==> config.mk <==
export PLATFORM = sky130hd
export DESIGN_NAME = usb_audio_top
export DESIGN_NICKNAME = d
export VERILOG_FILES = /design/src/audio_cfg_pkg.sv /design/src/usb_proto_pkg.sv /design/src/usb_audio_top.sv /design/src/fx2_ep2_reader.sv /design/src/config_registers.sv /design/src/dac_slot_driver.sv /design/src/sample_fifo.sv
export SDC_FILE = /design/constraint.sdc
export NUM_CORES = 1
export LEC_CHECK = 0
export BUFFER_PORTS_ARGS = -buffer_cell sky130_fd_sc_hd__buf_2
export CELL_PAD_IN_SITES_DETAIL_PLACEMENT = 0
export CELL_PAD_IN_SITES_GLOBAL_PLACEMENT = 1
export CORE_MARGIN = 2
export CORE_UTILIZATION = 49
export DETAILED_ROUTE_END_ITERATION = 6
export GPL_TIMING_DRIVEN = 0
export PLACE_DENSITY_LB_ADDON = 0.1
export RECOVER_POWER = 100
export SYNTH_ARGS = -nofsm -noshare
export SYNTH_HDL_FRONTEND = slang
export SYNTH_SLANG_ARGS = --single-unit
==> constraint.sdc <==
create_clock -name clk -period 2.4 [get_ports clk]
set_input_delay 0.24 -clock clk [delete_from_list [all_inputs] [get_ports clk]]
set_output_delay 0.24 -clock clk [all_outputs]
set_load 0.005 [all_outputs]
==> src/audio_cfg_pkg.sv <==
// Register map and widths of the DAC playback path; sample width fixed to one byte
package audio_cfg_pkg;

    //  Audio sample lane
    localparam int SAMPLE_W = 8;

    //  Configuration register bus
    localparam int CFG_ADDR_W = 3;
    localparam int CFG_DATA_W = 8;

    //  Sample rate divider gives a tick every div+1 cycles
    localparam int DIV_W = 8;
    localparam logic [DIV_W-1:0] SAMPLE_DIV_RESET = 8'd3;

    //  Register addresses; others are ignored
    localparam logic [CFG_ADDR_W-1:0] REG_PORT_ENABLE = 3'd0;
    localparam logic [CFG_ADDR_W-1:0] REG_SAMPLE_DIV  = 3'd1;

endpackage
==> src/usb_proto_pkg.sv <==
// EP2 byte protocol of one header byte followed by payload or one value byte; audio_cfg_pkg compiles first
package usb_proto_pkg;

    //  FX2 slave FIFO bus
    localparam int USB_DATA_W = 8;
    localparam int FIFOADR_W  = 2;
    localparam logic [FIFOADR_W-1:0] EP2_FIFO_ADDR = 2'b00;

    //  Header field widths
    localparam int PORT_SEL_W = 2;
    localparam int LEN_W      = 5;
    localparam int CMD_RSVD_W = 4;

    //  Kind bit at the top of the header byte
    localparam logic HDR_KIND_DATA = 1'b0;
    localparam logic HDR_KIND_CMD  = 1'b1;

    //  Same byte read as data header or command header depending on kind
    typedef union packed {
        struct packed {
            logic                  kind;
            logic [PORT_SEL_W-1:0] port;
            logic [LEN_W-1:0]      len;
        } data;
        struct packed {
            logic                               kind;
            logic [audio_cfg_pkg::CFG_ADDR_W-1:0] addr;
            logic [CMD_RSVD_W-1:0]              rsvd;
        } cmd;
    } ep2_header_u;

endpackage

==> src/usb_audio_top.sv <==
// Playback only; usb_ifclk must be clk, NUM_PORTS at most 4, FIFO_DEPTH a power of two
`timescale 1ns/1ps

module usb_audio_top
    import audio_cfg_pkg::*;
#(
    parameter int NUM_PORTS  = 4,
    parameter int FIFO_DEPTH = 16
) (
    input  logic                          clk,
    input  logic                          reset,
    input  logic                          usb_ep2_empty,
    input  logic [7:0]                    usb_data_out,
    output logic                          usb_slrd,
    output logic                          usb_sloe,
    output logic [1:0]                    usb_addr,
    output logic [NUM_PORTS*SAMPLE_W-1:0] slot_data_out,
    output logic [NUM_PORTS-1:0]          slot_strobe,
    output logic [NUM_PORTS-1:0]          underflow
);

    //  Reader to FIFOs and registers
    logic [SAMPLE_W-1:0]   fifo_wr_data;
    logic [NUM_PORTS-1:0]  fifo_wr;
    logic [NUM_PORTS-1:0]  fifo_full;
    logic                  cfg_wr;
    logic [CFG_ADDR_W-1:0] cfg_addr;
    logic [CFG_DATA_W-1:0] cfg_data;

    //  Registers to drivers
    logic [NUM_PORTS-1:0]  port_enable;
    logic [DIV_W-1:0]      sample_div;

    //  Per-port FIFO to driver
    logic [SAMPLE_W-1:0]   fifo_rd_data [NUM_PORTS];
    logic [NUM_PORTS-1:0]  fifo_empty;
    logic [NUM_PORTS-1:0]  fifo_rd;

    fx2_ep2_reader #(.NUM_PORTS(NUM_PORTS)) u_reader (
        .clk(clk), .reset(reset),
        .usb_ep2_empty(usb_ep2_empty), .usb_data_out(usb_data_out), .fifo_full(fifo_full),
        .usb_slrd(usb_slrd), .usb_sloe(usb_sloe), .usb_addr(usb_addr),
        .fifo_wr_data(fifo_wr_data), .fifo_wr(fifo_wr),
        .cfg_wr(cfg_wr), .cfg_addr(cfg_addr), .cfg_data(cfg_data)
    );

    config_registers #(.NUM_PORTS(NUM_PORTS)) u_regs (
        .clk(clk), .reset(reset),
        .cfg_wr(cfg_wr), .cfg_addr(cfg_addr), .cfg_data(cfg_data),
        .port_enable(port_enable), .sample_div(sample_div)
    );

    //  One FIFO and slot driver per DAC port
    for (genvar i = 0; i < NUM_PORTS; i++) begin : g_port
        sample_fifo #(.DEPTH(FIFO_DEPTH)) u_fifo (
            .clk(clk), .reset(reset),
            .wr(fifo_wr[i]), .wr_data(fifo_wr_data), .rd(fifo_rd[i]),
            .rd_data(fifo_rd_data[i]), .full(fifo_full[i]), .empty(fifo_empty[i])
        );

        dac_slot_driver u_driver (
            .clk(clk), .reset(reset),
            .enable(port_enable[i]), .sample_div(sample_div),
            .fifo_empty(fifo_empty[i]), .fifo_data(fifo_rd_data[i]), .fifo_rd(fifo_rd[i]),
            .slot_data(slot_data_out[i*SAMPLE_W +: SAMPLE_W]),
            .slot_strobe(slot_strobe[i]), .underflow(underflow[i])
        );
    end

endmodule

==> src/fx2_ep2_reader.sv <==
// Requires usb_ifclk == clk; payload bytes addressed to ports >= NUM_PORTS are read and dropped
`timescale 1ns/1ps

module fx2_ep2_reader
    import usb_proto_pkg::*;
    import audio_cfg_pkg::*;
#(
    parameter int NUM_PORTS = 4
) (
    input  logic                  clk,
    input  logic                  reset,
    input  logic                  usb_ep2_empty,
    input  logic [USB_DATA_W-1:0] usb_data_out,
    input  logic [NUM_PORTS-1:0]  fifo_full,
    output logic                  usb_slrd,
    output logic                  usb_sloe,
    output logic [FIFOADR_W-1:0]  usb_addr,
    output logic [SAMPLE_W-1:0]   fifo_wr_data,
    output logic [NUM_PORTS-1:0]  fifo_wr,
    output logic                  cfg_wr,
    output logic [CFG_ADDR_W-1:0] cfg_addr,
    output logic [CFG_DATA_W-1:0] cfg_data
);

    //  Parser states
    localparam logic [1:0] ST_HEADER    = 2'd0;
    localparam logic [1:0] ST_PAYLOAD   = 2'd1;
    localparam logic [1:0] ST_CMD_VALUE = 2'd2;

    logic [1:0]            state;
    ep2_header_u           hdr;
    logic [PORT_SEL_W-1:0] cur_port;
    logic [LEN_W-1:0]      remaining;
    logic                  hold_valid;
    logic [PORT_SEL_W-1:0] hold_port;
    logic                  hold_full;
    logic                  stall;
    logic                  take;
    logic                  port_ok;

    assign hdr      = usb_data_out;
    assign usb_addr = EP2_FIFO_ADDR;
    assign port_ok  = int'(cur_port) < NUM_PORTS;

    //  Held byte drains into its FIFO as soon as that FIFO has room
    always_comb begin
        hold_full = 1'b0;
        fifo_wr   = '0;
        for (int p = 0; p < NUM_PORTS; p++) begin
            if (hold_port == PORT_SEL_W'(p)) begin
                hold_full  = fifo_full[p];
                fifo_wr[p] = hold_valid & ~fifo_full[p];
            end
        end
    end

    //  Only payload bytes wait on a blocked holding register
    assign stall    = (state == ST_PAYLOAD) & hold_valid & hold_full;
    assign usb_slrd = ~usb_ep2_empty & ~stall;
    assign usb_sloe = usb_slrd;
    assign take     = usb_slrd;

    always_ff @(posedge clk) begin
        if (reset) begin
            state      <= ST_HEADER;
            hold_valid <= 1'b0;
            cfg_wr     <= 1'b0;
        end else begin
            cfg_wr <= 1'b0;
            if (take && state == ST_PAYLOAD && port_ok) begin
                hold_valid <= 1'b1;
            end else if (|fifo_wr) begin
                hold_valid <= 1'b0;
            end

            if (take) begin
                case (state)
                    ST_HEADER: begin
                        if (hdr.data.kind == HDR_KIND_DATA) begin
                            state <= ST_PAYLOAD;
                        end else begin
                            state <= ST_CMD_VALUE;
                        end
                    end
                    ST_PAYLOAD: begin
                        if (remaining == LEN_W'(1)) begin
                            state <= ST_HEADER;
                        end
                    end
                    default: begin
                        cfg_wr <= 1'b1;
                        state  <= ST_HEADER;
                    end
                endcase
            end
        end
    end

    //  Header fields and payload bytes
    always_ff @(posedge clk) begin
        if (take) begin
            if (state == ST_HEADER) begin
                cur_port  <= hdr.data.port;
                cfg_addr  <= hdr.cmd.addr;
                //  Zero length counts as one byte
                remaining <= (hdr.data.len == '0) ? LEN_W'(1) : hdr.data.len;
            end else if (state == ST_PAYLOAD) begin
                remaining <= remaining - LEN_W'(1);
                if (port_ok) begin
                    hold_port    <= cur_port;
                    fifo_wr_data <= usb_data_out;
                end
            end else begin
                cfg_data <= usb_data_out;
            end
        end
    end

endmodule

==> src/config_registers.sv <==
// Write-only register file; cfg_data bits above NUM_PORTS are ignored on an enable write
`timescale 1ns/1ps

module config_registers
    import audio_cfg_pkg::*;
#(
    parameter int NUM_PORTS = 4
) (
    input  logic                  clk,
    input  logic                  reset,
    input  logic                  cfg_wr,
    input  logic [CFG_ADDR_W-1:0] cfg_addr,
    input  logic [CFG_DATA_W-1:0] cfg_data,
    output logic [NUM_PORTS-1:0]  port_enable,
    output logic [DIV_W-1:0]      sample_div
);

    logic wr_enable_reg;
    logic wr_div_reg;

    //  Address decode
    always_comb begin
        wr_enable_reg = 1'b0;
        wr_div_reg    = 1'b0;
        if (cfg_wr) begin
            case (cfg_addr)
                REG_PORT_ENABLE: wr_enable_reg = 1'b1;
                REG_SAMPLE_DIV:  wr_div_reg    = 1'b1;
                default: begin
                    wr_enable_reg = 1'b0;
                    wr_div_reg    = 1'b0;
                end
            endcase
        end
    end

    //  All ports off after reset
    always_ff @(posedge clk) begin
        if (reset) begin
            port_enable <= '0;
        end else if (wr_enable_reg) begin
            port_enable <= cfg_data[NUM_PORTS-1:0];
        end
    end

    //  Divider shared by every port
    always_ff @(posedge clk) begin
        if (reset) begin
            sample_div <= SAMPLE_DIV_RESET;
        end else if (wr_div_reg) begin
            sample_div <= DIV_W'(cfg_data);
        end
    end

endmodule

==> src/dac_slot_driver.sv <==
// Underflow is sticky until reset; a divider change takes effect on the running count
`timescale 1ns/1ps

module dac_slot_driver
    import audio_cfg_pkg::*;
(
    input  logic                clk,
    input  logic                reset,
    input  logic                enable,
    input  logic [DIV_W-1:0]    sample_div,
    input  logic                fifo_empty,
    input  logic [SAMPLE_W-1:0] fifo_data,
    output logic                fifo_rd,
    output logic [SAMPLE_W-1:0] slot_data,
    output logic                slot_strobe,
    output logic                underflow
);

    logic [DIV_W-1:0] div_cnt;
    logic             tick;

    //  Tick every sample_div+1 cycles while enabled
    assign tick    = enable & (div_cnt >= sample_div);
    assign fifo_rd = tick & ~fifo_empty;

    always_ff @(posedge clk) begin
        if (reset) begin
            div_cnt     <= '0;
            slot_strobe <= 1'b0;
            underflow   <= 1'b0;
        end else begin
            //  Held at zero while disabled, so enabling restarts the count
            if (!enable || tick) begin
                div_cnt <= '0;
            end else begin
                div_cnt <= div_cnt + 1'b1;
            end
            slot_strobe <= fifo_rd;
            if (tick && fifo_empty) begin
                underflow <= 1'b1;
            end
        end
    end

    //  Last sample stays on the lane between strobes
    always_ff @(posedge clk) begin
        if (fifo_rd) begin
            slot_data <= fifo_data;
        end
    end

endmodule

==> src/sample_fifo.sv <==
// DEPTH must be a power of two and at least 2; writes when full and reads when empty are ignored
`timescale 1ns/1ps

module sample_fifo
    import audio_cfg_pkg::*;
#(
    parameter int DEPTH = 16
) (
    input  logic                clk,
    input  logic                reset,
    input  logic                wr,
    input  logic [SAMPLE_W-1:0] wr_data,
    input  logic                rd,
    output logic [SAMPLE_W-1:0] rd_data,
    output logic                full,
    output logic                empty
);

    localparam int AW = $clog2(DEPTH);

    logic [SAMPLE_W-1:0] mem [DEPTH];
    //  Extra top bit separates full from empty
    logic [AW:0]         wr_ptr;
    logic [AW:0]         rd_ptr;
    logic                do_wr;
    logic                do_rd;

    assign empty = (wr_ptr == rd_ptr);
    assign full  = (wr_ptr[AW] != rd_ptr[AW]) && (wr_ptr[AW-1:0] == rd_ptr[AW-1:0]);

    assign do_wr = wr & ~full;
    assign do_rd = rd & ~empty;

    //  Head of queue shown ahead
    assign rd_data = mem[rd_ptr[AW-1:0]];

    always_ff @(posedge clk) begin
        if (reset) begin
            wr_ptr <= '0;
            rd_ptr <= '0;
        end else begin
            if (do_wr) begin
                wr_ptr <= wr_ptr + 1'b1;
            end
            if (do_rd) begin
                rd_ptr <= rd_ptr + 1'b1;
            end
        end
    end

    //  Storage
    always_ff @(posedge clk) begin
        if (do_wr) begin
            mem[wr_ptr[AW-1:0]] <= wr_data;
        end
    end

endmodule

## Word-level counts from Yosys, hierarchy flattened

Memory sizes are Yosys's and may differ from the RTL's. A register that Yosys moved wholly into a read port is not among the register bits.
Cells that the tools add are included.

- Register bits after elaboration: 124
- Latch bits: 0
- Bits in writable memories: 512
- Memory bits (read-only): 0
- Bits of input ports: 11
- Output and inout port bits: 44
- Word-level logic and storage cells: 171
- Memories kept: 4

- $add $sub $neg: 13
- $mul: 0
- Divide/modulo/power cells: 0
- Magnitude comparators: 4
- Eq/ne operators: 19
- Shift operators: 0
- Multiplexer cells: 29
- Bitwise gates (word level): 36
- Reductions and logical operators: 35

Memory list:

| name | depth | bits a word | read ports | clocked after memory_dff | write ports | RTL line | RTL |
|---|---|---|---|---|---|---|---|
| g_port[0].u_fifo.mem | 16 | 8 | 1 | 1 | 1 | sample_fifo.sv:21 | `logic [SAMPLE_W-1:0] mem [DEPTH];` |
| g_port[1].u_fifo.mem | 16 | 8 | 1 | 1 | 1 | sample_fifo.sv:21 |  |
| g_port[2].u_fifo.mem | 16 | 8 | 1 | 1 | 1 | sample_fifo.sv:21 |  |
| g_port[3].u_fifo.mem | 16 | 8 | 1 | 1 | 1 | sample_fifo.sv:21 |  |

Operator list:

| cell | count |
|---|---|
| adder 5 x 1 -> 5 bit (second input constant) | 8 |
| adder 8 x 1 -> 8 bit (second input constant) | 4 |
| >= comparator 8 bit | 4 |
| AND 1 bit | 23 |
| 2-to-1 mux 1 bit | 23 |
| equality test 5 bit | 4 |
| equality test 4 bit | 4 |
| 2-to-1 mux 5 bit | 3 |
| inverter 1 bit | 13 |
| OR reduction 2 bit | 6 |
| logical AND 1 bit | 9 |
| AND reduction 2 bit | 3 |
| AND reduction 3 bit | 2 |
| equality test 5 x 1 -> 1 bit (second input constant) | 1 |
| logical NOT 5 bit | 1 |
| subtractor 5 x 1 -> 5 bit (second input constant) | 1 |
| equality test 2 x 1 -> 1 bit (second input constant) | 2 |
| equality test 2 bit (second input constant) | 2 |
| logical NOT 1 bit | 4 |
| logical NOT 2 bit | 2 |
| logical OR 1 bit | 4 |
| 2-to-1 mux 2 bit | 2 |
| inequality test 1 bit | 4 |
| one-hot mux 2 bit (2 select lines) | 1 |
| other kinds (5) | 6 |

## Depth between registers and ports, before layout

Gate-level depths: netlist of the first run.

- Word-level depth: 11
- Mapped depth: 10
- Depth with buffers taken out: 9

## Cells and area by module

A second synthesis of the first run with hierarchy kept.

- Cell total of the unflattened synthesis: 1563
- Area, all modules: 28369.7 um^2

By module, submodules not included:

| module | times used | cells each | area each (um^2) | seq. area each (um^2) |
|---|---|---|---|---|
| sample_fifo (g_port[2].u_fifo ...) | 2 | 283 | 5829.3 | 4124.0 |
| sample_fifo (g_port[1].u_fifo) | 1 | 283 | 5849.4 | 4124.0 |
| sample_fifo (g_port[0].u_fifo) | 1 | 279 | 5838.1 | 4124.0 |
| dac_slot_driver | 4 | 75 | 822.0 | 440.4 |
| fx2_ep2_reader | 1 | 83 | 1199.9 | 860.8 |
| config_registers | 1 | 52 | 535.5 | 240.2 |

## Least setup slack after synthesis of the first run

OpenSTA, ideal clock, no wires.

- Path type: reg-to-reg
- Start: register g_port[2].u_fifo.rd_ptr[0]
- End: register u_reader.fifo_wr_data[0], enable pin
- Library setup time: 0.390 ns
- Arrival: 1.896 ns
- Data required time: 2.010 ns
- Slack: 0.114 ns
- Cell stages (with the launch flop): 7
- Path buffers: 1
- Period minus slack after synthesis: 2.286 ns
- Cell sequence: dfxtp_1 -> buf_4 -> xnor2_1 -> nand4_2 -> nor2_1 -> a221o_1 -> nor3_1

- Longest elaborated chain between the ends: 8

RTL lines:

| item | RTL line | RTL |
|---|---|---|
| start: declaration | sample_fifo.sv:24 | `logic [AW:0] rd_ptr;` |
| start signal: assignment | sample_fifo.sv:46 | `rd_ptr <= rd_ptr + 1'b1;` |
| equality test 4 bit | sample_fifo.sv:29 | `assign full = (wr_ptr[AW] != rd_ptr[AW]) && (wr_ptr[AW-1:0] == rd_ptr[AW-1:0]);` |
| logical AND 1 bit | sample_fifo.sv:29 |  |
| 2-to-1 mux 1 bit (2 in series) | fx2_ep2_reader.sv:50 | `if (hold_port == PORT_SEL_W'(p)) begin` |
| AND 1 bit | fx2_ep2_reader.sv:58 | `assign stall = (state == ST_PAYLOAD) & hold_valid & hold_full;` |
| inverter 1 bit | fx2_ep2_reader.sv:59 | `assign usb_slrd = ~usb_ep2_empty & ~stall;` |
| AND 1 bit | fx2_ep2_reader.sv:59 |  |
| AND reduction 3 bit (no source line) | - |  |
| end signal: assignment | fx2_ep2_reader.sv:111 | `fifo_wr_data <= usb_data_out;` |
| end: declaration | fx2_ep2_reader.sv:18 | `output logic [SAMPLE_W-1:0] fifo_wr_data,` |

Every way passes these cells.
A chain may end at the register's enable or synchronous reset.

## Final worst setup path of the first run

- Start: register g_port[2].u_fifo.wr_ptr[2]
- End: output port usb_slrd

- Longest elaborated chain between the ends: 7

RTL lines:

| item | RTL line | RTL |
|---|---|---|
| start: declaration | sample_fifo.sv:23 | `logic [AW:0] wr_ptr;` |
| start signal: assignment | sample_fifo.sv:43 | `wr_ptr <= wr_ptr + 1'b1;` |
| equality test 4 bit | sample_fifo.sv:29 |  |
| logical AND 1 bit | sample_fifo.sv:29 |  |
| 2-to-1 mux 1 bit (2 in series) | fx2_ep2_reader.sv:50 |  |
| AND 1 bit | fx2_ep2_reader.sv:58 |  |
| inverter 1 bit | fx2_ep2_reader.sv:59 |  |
| AND 1 bit | fx2_ep2_reader.sv:59 |  |
| end: declaration | usb_audio_top.sv:14 | `output logic usb_slrd,` |

Every way passes these cells.

==> results of run 1 <==
placed cells by master (no fill, tap or decap), types with 34 or more instances in the layout:
master     count
xnor2_1       36
mux4_2       157
a21oi_1       34
nor2_1       105
ha_1          58
edfxtp_1     570
clkbuf_16     70
dfxtp_1       76
clkbuf_1      70
buf_4         46
nand2_1       42
repair_timing:
item | CTS | global route
gates resized for setup | 107 | 82
pin swaps | 3 | 11
cloned | 0 | 0
hold buffers | 9 | 0
buffers inserted | 6 | 33
endpoints found under the setup margin | 445 | 307
endpoints found under the hold margin | 20 | 0
per-stage QoR:
step                worst slack, ns  instances
global placement             -0.604       2220
floorplan                     0.114       1472
detailed placement           -0.602       2236
global route                 -0.262       2400
CTS                          -0.304       2372
finish                       -0.206       2400
per-layer routing:
| layer | GRT usage | part of all wire | vias to the layer above |
|---|---|---|---|
| li1 | - | - | 6106 |
| met1 | 0.283 | 0.43 | 6883 |
| met2 | 0.341 | 0.51 | 284 |
| met3 | 0.0304 | 0.044 | 66 |
| met4 | 0.0589 | 0.019 | 0 |
| met5 | 0 | 0 | - |
power by group through the flow:
stage                     clock network (mW)  registers (mW)  logic (mW)
after global routing                    10.7            12.5       0.251
after global placement                     0            12.8       0.140
after CTS                               10.3            12.5       0.259
after floorplan                            0            12.8      0.0843
final                                   10.0            12.5       0.228
after detailed placement                   0            12.8       0.241
registers in the layout (all words and copies together) (netlist names), 2 cells and up:
name and flops:
g_port.u_driver.div_cnt 32, g_port.u_driver.slot_data 32, g_port.u_driver.slot_strobe 4, g_port.u_driver.underflow 4, g_port.u_fifo.mem 512, g_port.u_fifo.rd_ptr 20
g_port.u_fifo.wr_ptr 20, u_reader.cfg_data 8, u_reader.cur_port 2, u_reader.fifo_wr_data 8, u_reader.hold_port 2, u_reader.remaining 5
u_reader.state 2, u_regs.port_enable 4, u_regs.sample_div 8
worst paths after layout:
path                                      start                       endpoint  cells past startpoint
setup reg to reg     g_port[2].u_fifo.wr_ptr[2]          u_reader.remaining[0]                      8
hold reg to reg   g_port[2].u_driver.div_cnt[0]  g_port[2].u_driver.div_cnt[0]                      1
hold / removal                            reset     g_port[1].u_fifo.rd_ptr[3]                      4
setup / recovery     g_port[2].u_fifo.wr_ptr[2]                       usb_slrd                      9
worst reg2reg max path, cell delays in order, from the launching register on:
cell,delay (ns)
dfxtp_1,0.31
buf_6,0.12
xnor2_1,0.13
nand4_2,0.15
nor2_4,0.07
a221o_1,0.37
buf_4,0.15
buf_4,0.13
a211oi_1,0.74
final cells by class:
cell class	instances	area (sq um)	area share
Clock inverter	35	260	0.00842
Buffer	71	470	0.0152
Sequential cell	666	19100	0.617
Tap cell	696	871	0.0282
Timing Repair Buffer	116	777	0.0251
Multi-Input combinational cell	691	7470	0.242
Inverter	38	158	0.00510
Clock buffer	87	1830	0.0591
cell families (layout without fill, tap and decap cells):
| logic type | Yosys count | in the layout | share of synthesized area |
|---|---|---|---|
| other | 1 | 2 | 0.000141 |
| AND/OR/NAND/NOR | 301 | 301 | 0.0527 |
| multiplexers | 168 | 168 | 0.139 |
| flip-flops | 666 | 666 | 0.716 |
| XOR/XNOR | 72 | 72 | 0.0237 |
| AO/OA/AOI/OAI | 90 | 90 | 0.0203 |
| buffers and inverters | 115 | 347 | 0.0205 |
| adder cells (fa/ha/maj) | 58 | 58 | 0.0273 |
==> results summary, run 1 <==
The flow ran to the end, but the final reports show violations. The checks that failed: negative setup slack. The routed length per instance came out at 23.4 microns. The average footprint of a synthesized cell came out at roughly 18 sq um.

Of all flip-flops after synthesis, the portion carrying an async set or reset was 0. Power spread over the standard cell area amounts to 738 mW/mm^2. The floorplan core area is 0.0537 sq mm.

The maximum fanout encountered on the critical timing path is 5. The final HPWL from detailed placement is 37000 microns. The share of total power in combinational logic is 0.010. The cell area that synthesis handed to floorplanning was 0.0266 sq mm. The initial antenna violation count is 0.

The final number of max-transition violations came out at 0. The horizontal extent of the die is 237 microns. Setup repair after global routing could not meet its margin everywhere.

Overall power consumption after layout is estimated at 22.8 mW. The via count of the first global-routing pass is 13500. The fraction of power spent switching nets came out at 0.198. The combined global-route utilization of all metal layers is 0.205. The library cell contributing the largest single delay on the critical path is a221o_1. The synthesized design spends more area on one cell type than any other, namely edfxtp_1.

The routed layout has approximately 13000 vias. The worst path buffer plus inverter count is 4. The clock tree from TritonCTS is done. The share of post-route cells with drive strength above 1 came out at 0.281.

In the post-route analysis, the smallest setup slack over all paths is -0.206 ns. The worst slew margin relative to its limit came out at 0.0422. The total number of nets in the final design came out at 1722. Among cell families on the critical path, the largest total delay comes from compound AO/OA/AOI/OAI gates. The die covers approximately 0.056 sq mm. The total wire length after detailed routing came out at 56300 microns. The growth of design area from synthesis to finish is 16.3%.

The register-to-register setup slack is -0.14 ns. The final cell utilization of the core came out at 0.575. The per-cell via count in the routed design came out at 5.56. The type of the worst setup path is reg -> out. The gate count of the mapped netlist is 1471.

The initial cell density of the core came out at 0.495. The number of hold violations in the final report is 0. The post-synthesis sequential element count came out at 666. The count of buffers from port buffering is 52. The data arrival time of the critical path is 2.37 ns.

The internal power is about 18 mW. Yosys printed 0 warnings. The predominant post-synthesis flop cell is edfxtp_1. For this run, the detailed router's first-pass iteration total came to 4. The share of synthesized area in the top cell type comes to 0.644. The commonest cells after synthesis are edfxtp_1 (570), mux4_2 (157), nor2_1 (148). The worst vdd rail ir drop is 0.581 mV. The proportion of power drawn by flip-flops and latches came out at 0.550. By instance count, the leading cell after synthesis is edfxtp_1. The sink count of the clock tree came out at 666.

The leakage power of the design is 9.82 nW. The global-route wire length before repair is 84400 microns. Once detail routing completed, the nets flagged for antenna violations numbered 0. For the worst-skew pair, the clock arrives at the later sink with an insertion delay of 0.60 ns. The tree is rooted in a clkbuf_16. The total of endpoints with negative setup slack in the final report is 7. The shortest period the worst path allows came out at approximately 2.6 ns. The clock transition time at the flip-flop clock pins of the worst setup and hold paths is 0.06 ns. Setup total negative slack on the finished layout was measured at -1.05 ns. The global route total overflow is 0. The startpoint type of the worst setup path is a flip-flop.

The worst setup path is captured at an output pin. The count of flip-flops with a built-in enable after synthesis came out at 570. The maximum cell stage delay along the critical path is approximately 0.37 ns. The share of total power dissipated in the clock network is 0.440.

The net switching power figure is 4.53 mW. For this run, the register share of the synthesized area comes to 0.716. The cell repeated most along the worst path is buf_6. The detailed-route DRC error count is 0.

At the end of routability-driven placement, the weighted congestion stood at 0.734. The final clock period utilization by the worst path came out at 1.09. The area of all placed cells without fillers came out at approximately 0.031 sq mm. The worst hold-check path type is in -> reg. The worst hold slack is 0.287 ns. The number of design-rule violations left by the first detailed-router iteration came out at 849. The H-tree was split into 3 levels. Walking the worst path, the cells encountered are buf_6, xnor2_1, nand4_2, nor2_4, a221o_1, buf_6, a31oi_4, buf_6, buf_6. The initialized floorplan defines 85 standard-cell rows. Entering global routing, the biggest net connects 31 pins. In the post-synthesis netlist, the biggest area contributors are edfxtp_1 (64%), mux4_2 (13%), dfxtp_1 (7.2%).

Max-cap violations in this run came to 0. The number of distinct library cells after synthesis is 50. The maximum clock skew at final layout is 0.0132 ns. The number of clock buffers inserted by TritonCTS is 69. The top-level port count came out at 55. In this run the cell area measured after placement is 0.0282 sq mm. The top achievable clock speed came out at ~380 MHz. The slew of the pin with the lowest slew margin is 1.44 ns. The required time of the critical path came out at ~2.2 ns. The antenna diode count is 0.

The floorplan step set the die height to 237 microns. The filler cell count in the final layout is 4023. The number of buffers on the longest clock path came out at 3.
Note: power is estimated with default switching activity, not from simulation.
==> run 2, diff against run 1 <==
--- a/config.mk
+++ b/config.mk
@@ -12,6 +12,7 @@
 export CORE_UTILIZATION = 49
 export DETAILED_ROUTE_END_ITERATION = 6
 export GPL_TIMING_DRIVEN = 0
+export MAX_ROUTING_LAYER = met4
 export PLACE_DENSITY_LB_ADDON = 0.1
 export RECOVER_POWER = 100
 export SYNTH_ARGS = -nofsm -noshare
==> run 2 against run 1 <==
The flow still finishes with violations (negative setup slack). Design area barely moved. Sequential cell count did not move. Clock power barely moved. Die area did not move. First-iteration DRC count rose by 8.0%. Critical path type unchanged. Hold slack improved by 0.0024 ns. Routed wire length rose by 0.24%.
==> results summary, run 2 (synthesized netlist as in run 1, its figures left out) <==
The per-cell via count in the routed design is 5.59 (was 5.56). The remaining antenna violation count is 0 (unchanged). The worst vdd rail ir drop came out at 0.581 mV (about the same). The number of flip-flops under the largest register name is 512 (unchanged).

The detailed-route DRC error count is 0 (unchanged). The relative contribution of the clock network to total power is 0.441 (was 0.440). The final number of max-transition violations came out at 0 (unchanged). The final HPWL from detailed placement was 37000 microns (unchanged).

The number of design-rule violations left by the first detailed-router iteration is 917 (was 849). The global route total overflow was 0 (unchanged). The initial cell density of the core is 0.495 (unchanged).

Run status: finished with violations (unchanged). The library cell contributing the largest single delay on the critical path was a221o_1 (unchanged). The required time of the critical path is 2.16 ns (about the same).

The number of H-tree levels came out at 3 (unchanged). The count of buffers from port buffering is 52 (unchanged). The maximum cell stage delay along the critical path is 0.37 ns (about the same).

The sink count of the clock tree is 666 (unchanged). The global-route wire length before repair was 84400 microns (about the same). The top achievable clock speed was 384 MHz (about the same). The clock tree from TritonCTS was done (unchanged). The register-to-register setup slack was -0.12 ns (was -0.14 ns). The startpoint type of the worst setup path was a flip-flop (unchanged).

The largest net degree at the start of global routing is 31 (unchanged). RSZ-0062 raised after global routing: yes (unchanged). The data arrival time of the critical path is 2.37 ns (about the same). The total of endpoints with negative setup slack in the final report came out at 7 (unchanged). The total negative setup slack is -0.927 ns (was -1.05 ns). The slew of the pin with the lowest slew margin is 1.45 ns (was 1.44 ns). The area of all placed cells without fillers is 0.0309 sq mm (about the same). The die area is 0.0561 sq mm (unchanged). The cell repeated most along the worst path is buf_6 (unchanged). The number of buffers on the longest clock path is 3 (unchanged). The share of post-route cells with drive strength above 1 is 0.279 (was 0.281). The final cell utilization of the core came to 0.575 (about the same). The growth of design area from synthesis to finish is 16.3% (about the same). The via count of the first global-routing pass came out at 13500 (about the same). The initial antenna violation count is 0 (unchanged). The clock latency of the later-clocked register in the worst-skew pair is 0.60 ns (about the same).

The number of hold violations in the final report came out at 0 (unchanged). The setup slack of the critical path after layout came to -0.206 ns (about the same). The proportion of power drawn by flip-flops and latches is 0.549 (was 0.550). Most frequent cells in the layout: edfxtp_1 (570), mux4_2 (157), nor2_1 (105) (unchanged). The internal power came out at 18.3 mW (about the same). The routed length per instance is 23.5 microns (was 23.4 microns).

The antenna diode count is 0 (unchanged). The max-capacitance violation count came out at 0 (unchanged). The worst path buffer plus inverter count came out at 4 (unchanged). The final clock period utilization by the worst path is 1.09 (about the same). The most common cell after layout, fill and taps aside is edfxtp_1 (unchanged).

The share of total power in combinational logic is 0.010 (about the same). The areal power density over the cells was 738 mW/mm^2 (about the same). The dominant delay contributor by cell family on the critical path is compound AO/OA/AOI/OAI gates (unchanged).

The clock transition time at the flip-flop clock pins of the worst setup and hold paths came to 0.06 ns (about the same). The leakage power of the design came out at 9.81 nW (was 9.82 nW). The maximum clock skew at final layout was 0.0124 ns (was 0.0132 ns). The number of clock buffers inserted by TritonCTS is 69 (unchanged).

The number of core rows is 85 (unchanged). The maximum fanout encountered on the critical timing path is 5 (unchanged). The combined global-route utilization of all metal layers is 0.211 (was 0.205).

The horizontal extent of the die came out at 237 microns (unchanged). Cells along the critical path: buf_6, xnor2_1, nand4_2, nor2_4, a221o_1, buf_6, a31oi_4, buf_6, buf_6 (unchanged). The worst hold-check path type is in -> reg (unchanged). The fraction of power spent switching nets came to 0.199 (was 0.198). The placer congestion estimate came out at 0.743 (was 0.734).

The net switching power figure came out at 4.54 mW (was 4.53 mW). The vertical die dimension came out at 237 microns (unchanged). The count of TritonRoute iterations in the first routing pass came out at 5 (was 4).

The top-level port count came out at 55 (unchanged). The total number of nets in the final design came out at 1722 (unchanged). Violated checks: negative setup slack (unchanged). The floorplan core area is 0.0537 sq mm (unchanged).

The shortest period the worst path allows came out at 2.61 ns (about the same). The cell area reported after detailed placement is 0.0282 sq mm (unchanged). The root buffer cell was clkbuf_16 (unchanged).

The total wire length after detailed routing is 56400 microns (was 56300 microns). The type of the worst setup path is reg -> out (unchanged). The critical path endpoint category is an output pin (unchanged).

The worst slew margin relative to its limit came to 0.0307 (was 0.0422). The detailed-route via count came out at 13400 (was 13300).
==> run 2: cell types whose count changed in the layout (fill, tap and decap cells not counted) <==
cell,before,now
clkbuf_1,70,73
clkbuf_2,6,3
==> run 2: routing by layer <==
metal,track usage,vias up,wire length (microns)
li1,-,6105,-
met2,0.342,281,28500
met3,0.0302,69,2350
met5,-,-,0
met4,0.0589,0,1030
met1,0.282,6956,24500
==> run 2: area by class of cell <==
class	instances	area, sq um
buffer	71	467
clock buffer	87	1830
clock inverter	35	260
fill	4024	22800
inverter	38	158
multi-input combinational	691	7470
sequential	666	19100
tap	696	871
timing repair buffer	116	777
==> run 2: tightest hold or removal path: stages <==
cell and delay (ns):
clkbuf_1 0.29, nor2b_1 0.18, o21ai_0 0.08, nand2_1 0.06
==> run 2: final timing paths <==
check / to / cells past startpoint / start
max: usb_slrd / 9 / g_port[2].u_fifo.wr_ptr[2]
min: g_port[1].u_fifo.rd_ptr[3] / 4 / reset
max reg2reg: u_reader.remaining[0] / 8 / g_port[2].u_fifo.wr_ptr[2]
min reg2reg: g_port[2].u_driver.div_cnt[0] / 1 / g_port[2].u_driver.div_cnt[0]
==> run 2: stage by stage <==
| stage | setup slack (ns) | std cells | power [mW] | hold slack (ns) |
|---|---|---|---|---|
| 3_5_place_dp | -0.602 | 2236 | 13.0 | 0.450 |
| 2_1_floorplan | 0.114 | 1472 | 12.9 | 0.339 |
| 4_1_cts | -0.304 | 2372 | 23.1 | 0.115 |
| 5_1_grt | -0.262 | 2400 | 23.5 | 0.308 |
| 3_3_place_gp | -0.604 | 2220 | 13.0 | 0.449 |
| 6_report | -0.206 | 2400 | 22.8 | 0.289 |
==> run 2: timing repair <==
action                                  in CTS  in global routing
pin swaps                                    3                 11
endpoints found under the hold margin       20                  0
endpoints found under the setup margin     445                299
hold buffers                                 9                  0
setup buffers                                6                 33
gates resized for setup                    107                 76
==> run 2: power by group through the flow <==
stage,Clock [mW],Combinational (mW),Sequential (mW)
2_1_floorplan,0,0.0843,12.8
3_3_place_gp,0,0.140,12.8
3_5_place_dp,0,0.241,12.8
4_1_cts,10.3,0.259,12.5
5_1_grt,10.7,0.251,12.5
6_report,10.1,0.229,12.5
==> run 3, diff against run 2 <==
--- a/config.mk
+++ b/config.mk
@@ -17,4 +17,5 @@
 export RECOVER_POWER = 100
 export SYNTH_ARGS = -nofsm -noshare
 export SYNTH_HDL_FRONTEND = slang
+export SYNTH_HIERARCHICAL = 1
 export SYNTH_SLANG_ARGS = --single-unit
==> run 3 against run 2 <==
Synthesized cell count grew 6.3%. Largest power group unchanged. Clock skew increased by 0.0074 ns. Critical path type unchanged. Largest cell class unchanged. The run still ends with negative setup slack left. Critical path depth down 1.
==> results summary, run 3 <==
The number of hold violations in the final report came out at 0 (unchanged). The final number of max-transition violations came out at 0 (unchanged). The total number of nets in the final design came out at 1836 (was 1722). The number of flip-flops under the largest register name came out at 512 (unchanged). The simple-gate portion of the synthesized area is 0.0599 (was 0.0527). The top achievable clock speed was 398 MHz (was 384 MHz).

The initial antenna violation count came out at 0 (unchanged). The growth of design area from synthesis to finish is 18.4% (was 16.3%). Top area cells in the synthesized netlist: edfxtp_1 (60%), mux4_1 (10%), dfxtp_1 (7.9%) (was edfxtp_1 (64%), mux4_2 (13%), dfxtp_1 (7.2%)). The number of core rows came out at 88 (was 85). The register cell area after layout is 0.0194 sq mm (was 0.0191 sq mm). The number of design-rule violations left by the first detailed-router iteration was 1038 (was 917).

The die area came out at 0.0598 sq mm (was 0.0561 sq mm). Most frequent cells in the layout: edfxtp_1 (570), mux4_1 (112), clkbuf_16 (77) (was edfxtp_1 (570), mux4_2 (157), nor2_1 (105)). The critical path endpoint category was an output pin (unchanged). The remaining antenna violation count came out at 0 (unchanged). Most frequent cells after synthesis: edfxtp_1 (570), dfxtp_1 (112), mux4_1 (112) (was edfxtp_1 (570), mux4_2 (157), nor2_1 (148)). The placer congestion estimate is 0.792 (was 0.743). The top cell type's share of synthesized area came out at 0.603 (was 0.644). The slew of the pin with the lowest slew margin is 1.48 ns (was 1.45 ns).

The top-level port count is 55 (unchanged). The initial cell density of the core is 0.494 (was 0.495). The total wire length after detailed routing is 60200 microns (was 56400 microns). The sink count of the clock tree was 682 (was 666).

The synthesis warning total came out at 6 (was 0). The worst hold-check path type is in -> reg (unchanged). The detailed-route DRC error count is 0 (unchanged).

The combined global-route utilization of all metal layers is 0.209 (was 0.211). The sequential-to-total area share from yosys stat came out at 0.682 (was 0.716). The maximum fanout encountered on the critical timing path is 5 (unchanged). Run status: finished with violations (unchanged). The floorplan core area came to 0.0575 sq mm (was 0.0537 sq mm). The leakage power of the design came out at 11.2 nW (was 9.81 nW). The count of flip-flops with a built-in enable after synthesis came out at 570 (unchanged).

The fraction of the mapped netlist area in compound gates came out at 0.0324 (was 0.0203). The netlist area before placement came out at 0.0284 sq mm (was 0.0266 sq mm). The detailed-route via count is 14700 (was 13400). The setup slack of the critical path after layout is -0.114 ns (was -0.206 ns). The via count of the first global-routing pass is 14900 (was 13500). The per-cell via count in the routed design is 5.69 (was 5.59).

The worst slew margin relative to its limit came to 0.0139 (was 0.0307). The number of distinct library cells after synthesis is 56 (was 50). The total of endpoints with negative setup slack in the final report is 2 (was 7).

The maximum clock skew at final layout is 0.0198 ns (was 0.0124 ns). The largest family of logic cells by synthesized area was multiplexers (unchanged). The filler cell count in the final layout came to 4360 (was 4024). The fraction of synthesized cell area in xor and xnor cells came out at 0.0157 (was 0.0237). The max-capacitance violation count is 0 (unchanged). The antenna diode count is 0 (unchanged).

The largest net degree at the start of global routing is 31 (unchanged). The global route total overflow is 0 (unchanged). The worst vdd rail ir drop came to 0.483 mV (was 0.581 mV). The final clock period utilization by the worst path came out at 1.05 (was 1.09). The routed length per instance came out at 23.3 microns (was 23.5 microns).

The largest area contributor in the synthesized netlist is edfxtp_1 (unchanged). The share of post-route cells with drive strength above 1 is 0.267 (was 0.279). Violated checks: negative setup slack (unchanged). The clock tree from TritonCTS is done (unchanged). The post-placement cell count is 2396 (was 2236). The shortest period the worst path allows is 2.51 ns (was 2.61 ns).

The areal power density over the cells came to 729 mW/mm^2 (was 738 mW/mm^2). The total power of the final layout is 24.5 mW (was 22.8 mW). The required time of the critical path was 2.16 ns (about the same).

The startpoint type of the worst setup path is a flip-flop (unchanged). The count of buffers from port buffering is 51 (was 52). The arithmetic-cell share of the synthesized area counting full adders, half adders and majority gates is 0.0256 (was 0.0273). The type of the worst setup path is reg -> out (unchanged). The final cell count without fillers was 2590 (was 2400). The number of buffers on the longest clock path is 3 (unchanged).

The global-route wire length before repair came out at 90600 microns (was 84400 microns). The number of clock buffers inserted by TritonCTS was 72 (was 69). The proportion of synthesized flip-flops having asynchronous set or reset was 0 (unchanged).

The number of H-tree levels is 3 (unchanged). The clock transition time at the flip-flop clock pins of the worst setup and hold paths is 0.06 ns (about the same). The final HPWL from detailed placement came out at 38800 microns (was 37000 microns). RSZ-0062 raised after global routing: yes (unchanged). The root buffer cell is clkbuf_16 (unchanged).

The most common cell after layout, fill and taps aside was edfxtp_1 (unchanged). The gate count of the mapped netlist is 1563 (was 1471). The predominant post-synthesis flop cell is edfxtp_1 (unchanged). The post-synthesis sequential element count came to 682 (was 666). The data arrival time of the critical path came to 2.27 ns (was 2.37 ns). The count of TritonRoute iterations in the first routing pass came out at 5 (unchanged). The horizontal extent of the die is 245 microns (was 237 microns). The most frequently used cell type in the post-synthesis netlist is edfxtp_1 (unchanged).

The footprint of the multi-input gates is 0.00912 sq mm (was 0.00747 sq mm). The clock latency of the later-clocked register in the worst-skew pair came out at 0.60 ns (about the same). The mux share of post-synthesis cell area is 0.158 (was 0.139). The vertical die dimension is 245 microns (was 237 microns).

The average footprint of a synthesized cell came out at 18.2 sq um (was 18.1 sq um).
[run 3: report_power, final]
group | switching, mW | leakage [nW] | internal, mW | total, mW
logic | 0.423 | 4.03 | 0.300 | 0.723
registers | 0.0704 | 6.06 | 12.8 | 12.9
clock network | 4.42 | 1.13 | 6.49 | 10.9
[run 3: worst paths after layout]
| check | from | endpoint | slack, ns | depth (start not counted) |
|---|---|---|---|---|
| worst max-delay path | g_port[1].u_fifo/rd_ptr[3] | usb_slrd | -0.11 | 8 |
| worst min-delay path | reset | u_reader/state[1] | 0.16 | 2 |
| worst max register to register | g_port[1].u_fifo/wr_ptr[3] | g_port[1].u_fifo/mem[6][4] | 0.06 | 8 |
| worst min register to register | g_port[2].u_driver/div_cnt[0] | g_port[2].u_driver/div_cnt[0] | 0.45 | 1 |
[run 3: per-layer routing]
layer / global-route usage / share of wire / vias up / wire, microns
met5: - / 0 / - / 0
met4: 0.0554 / 0.015 / 0 / 880
met3: 0.0306 / 0.041 / 63 / 2470
met2: 0.326 / 0.48 / 294 / 29200
met1: 0.292 / 0.46 / 7606 / 27700
li1: - / - / 6777 / -
[run 3: cells by family (layout without fill, tap and decap cells)]
logic type | count (synthesis) | count (layout)
AO/OA/AOI/OAI | 121 | 121
XOR/XNOR | 51 | 51
adder cells (fa/ha/maj) | 58 | 58
buffers and inverters | 141 | 402
flip-flops | 682 | 682
multiplexers | 204 | 204
other | 1 | 2
AND/OR/NAND/NOR | 305 | 305
[run 3: critical path, stage by stage, from the launching register on]
cell and delay, ns:
dfxtp_2 0.34, xnor2_1 0.20, nand4_1 0.22, nor2_4 0.18, mux2i_1 0.14, o22ai_4 0.23
a31oi_4 0.13, buf_6 0.13, buf_6 0.10
[run 3: timing repair]
action                                  CTS  global route
hold buffers                              9             0
resized for setup                       146           128
hold endpoints to repair                 22             0
endpoints found under the setup margin  602           464
buffers inserted                         31            25
pin swaps                                19            40
[run 3: layout make-up]
class / instances / share of cell area
Multi-Input combinational cell: 741 / 0.271
Inverter: 80 / 0.00894
Timing Repair Buffer: 129 / 0.0298
Sequential cell: 682 / 0.579
Clock inverter: 37 / 0.00976
Buffer: 61 / 0.0132
Clock buffer: 95 / 0.0594
Tap cell: 765 / 0.0285
[run 3: through the flow]
stage / hold slack (ns) / worst slack, ns / utilization / setup TNS (ns) / cell area, sq um
floorplan: 0.311 / 0.0895 / - / 0 / 28400
global placement: 0.454 / -0.713 / 0.516 / -301.52 / 29700
detailed placement: 0.463 / -0.707 / 0.524 / -267.12 / 30100
CTS: 0.136 / -0.170 / 0.577 / -10.10 / 33200
global route: 0.188 / -0.245 / 0.585 / -2.49 / 33600
finish: 0.163 / -0.114 / 0.585 / -0.139 / 33600
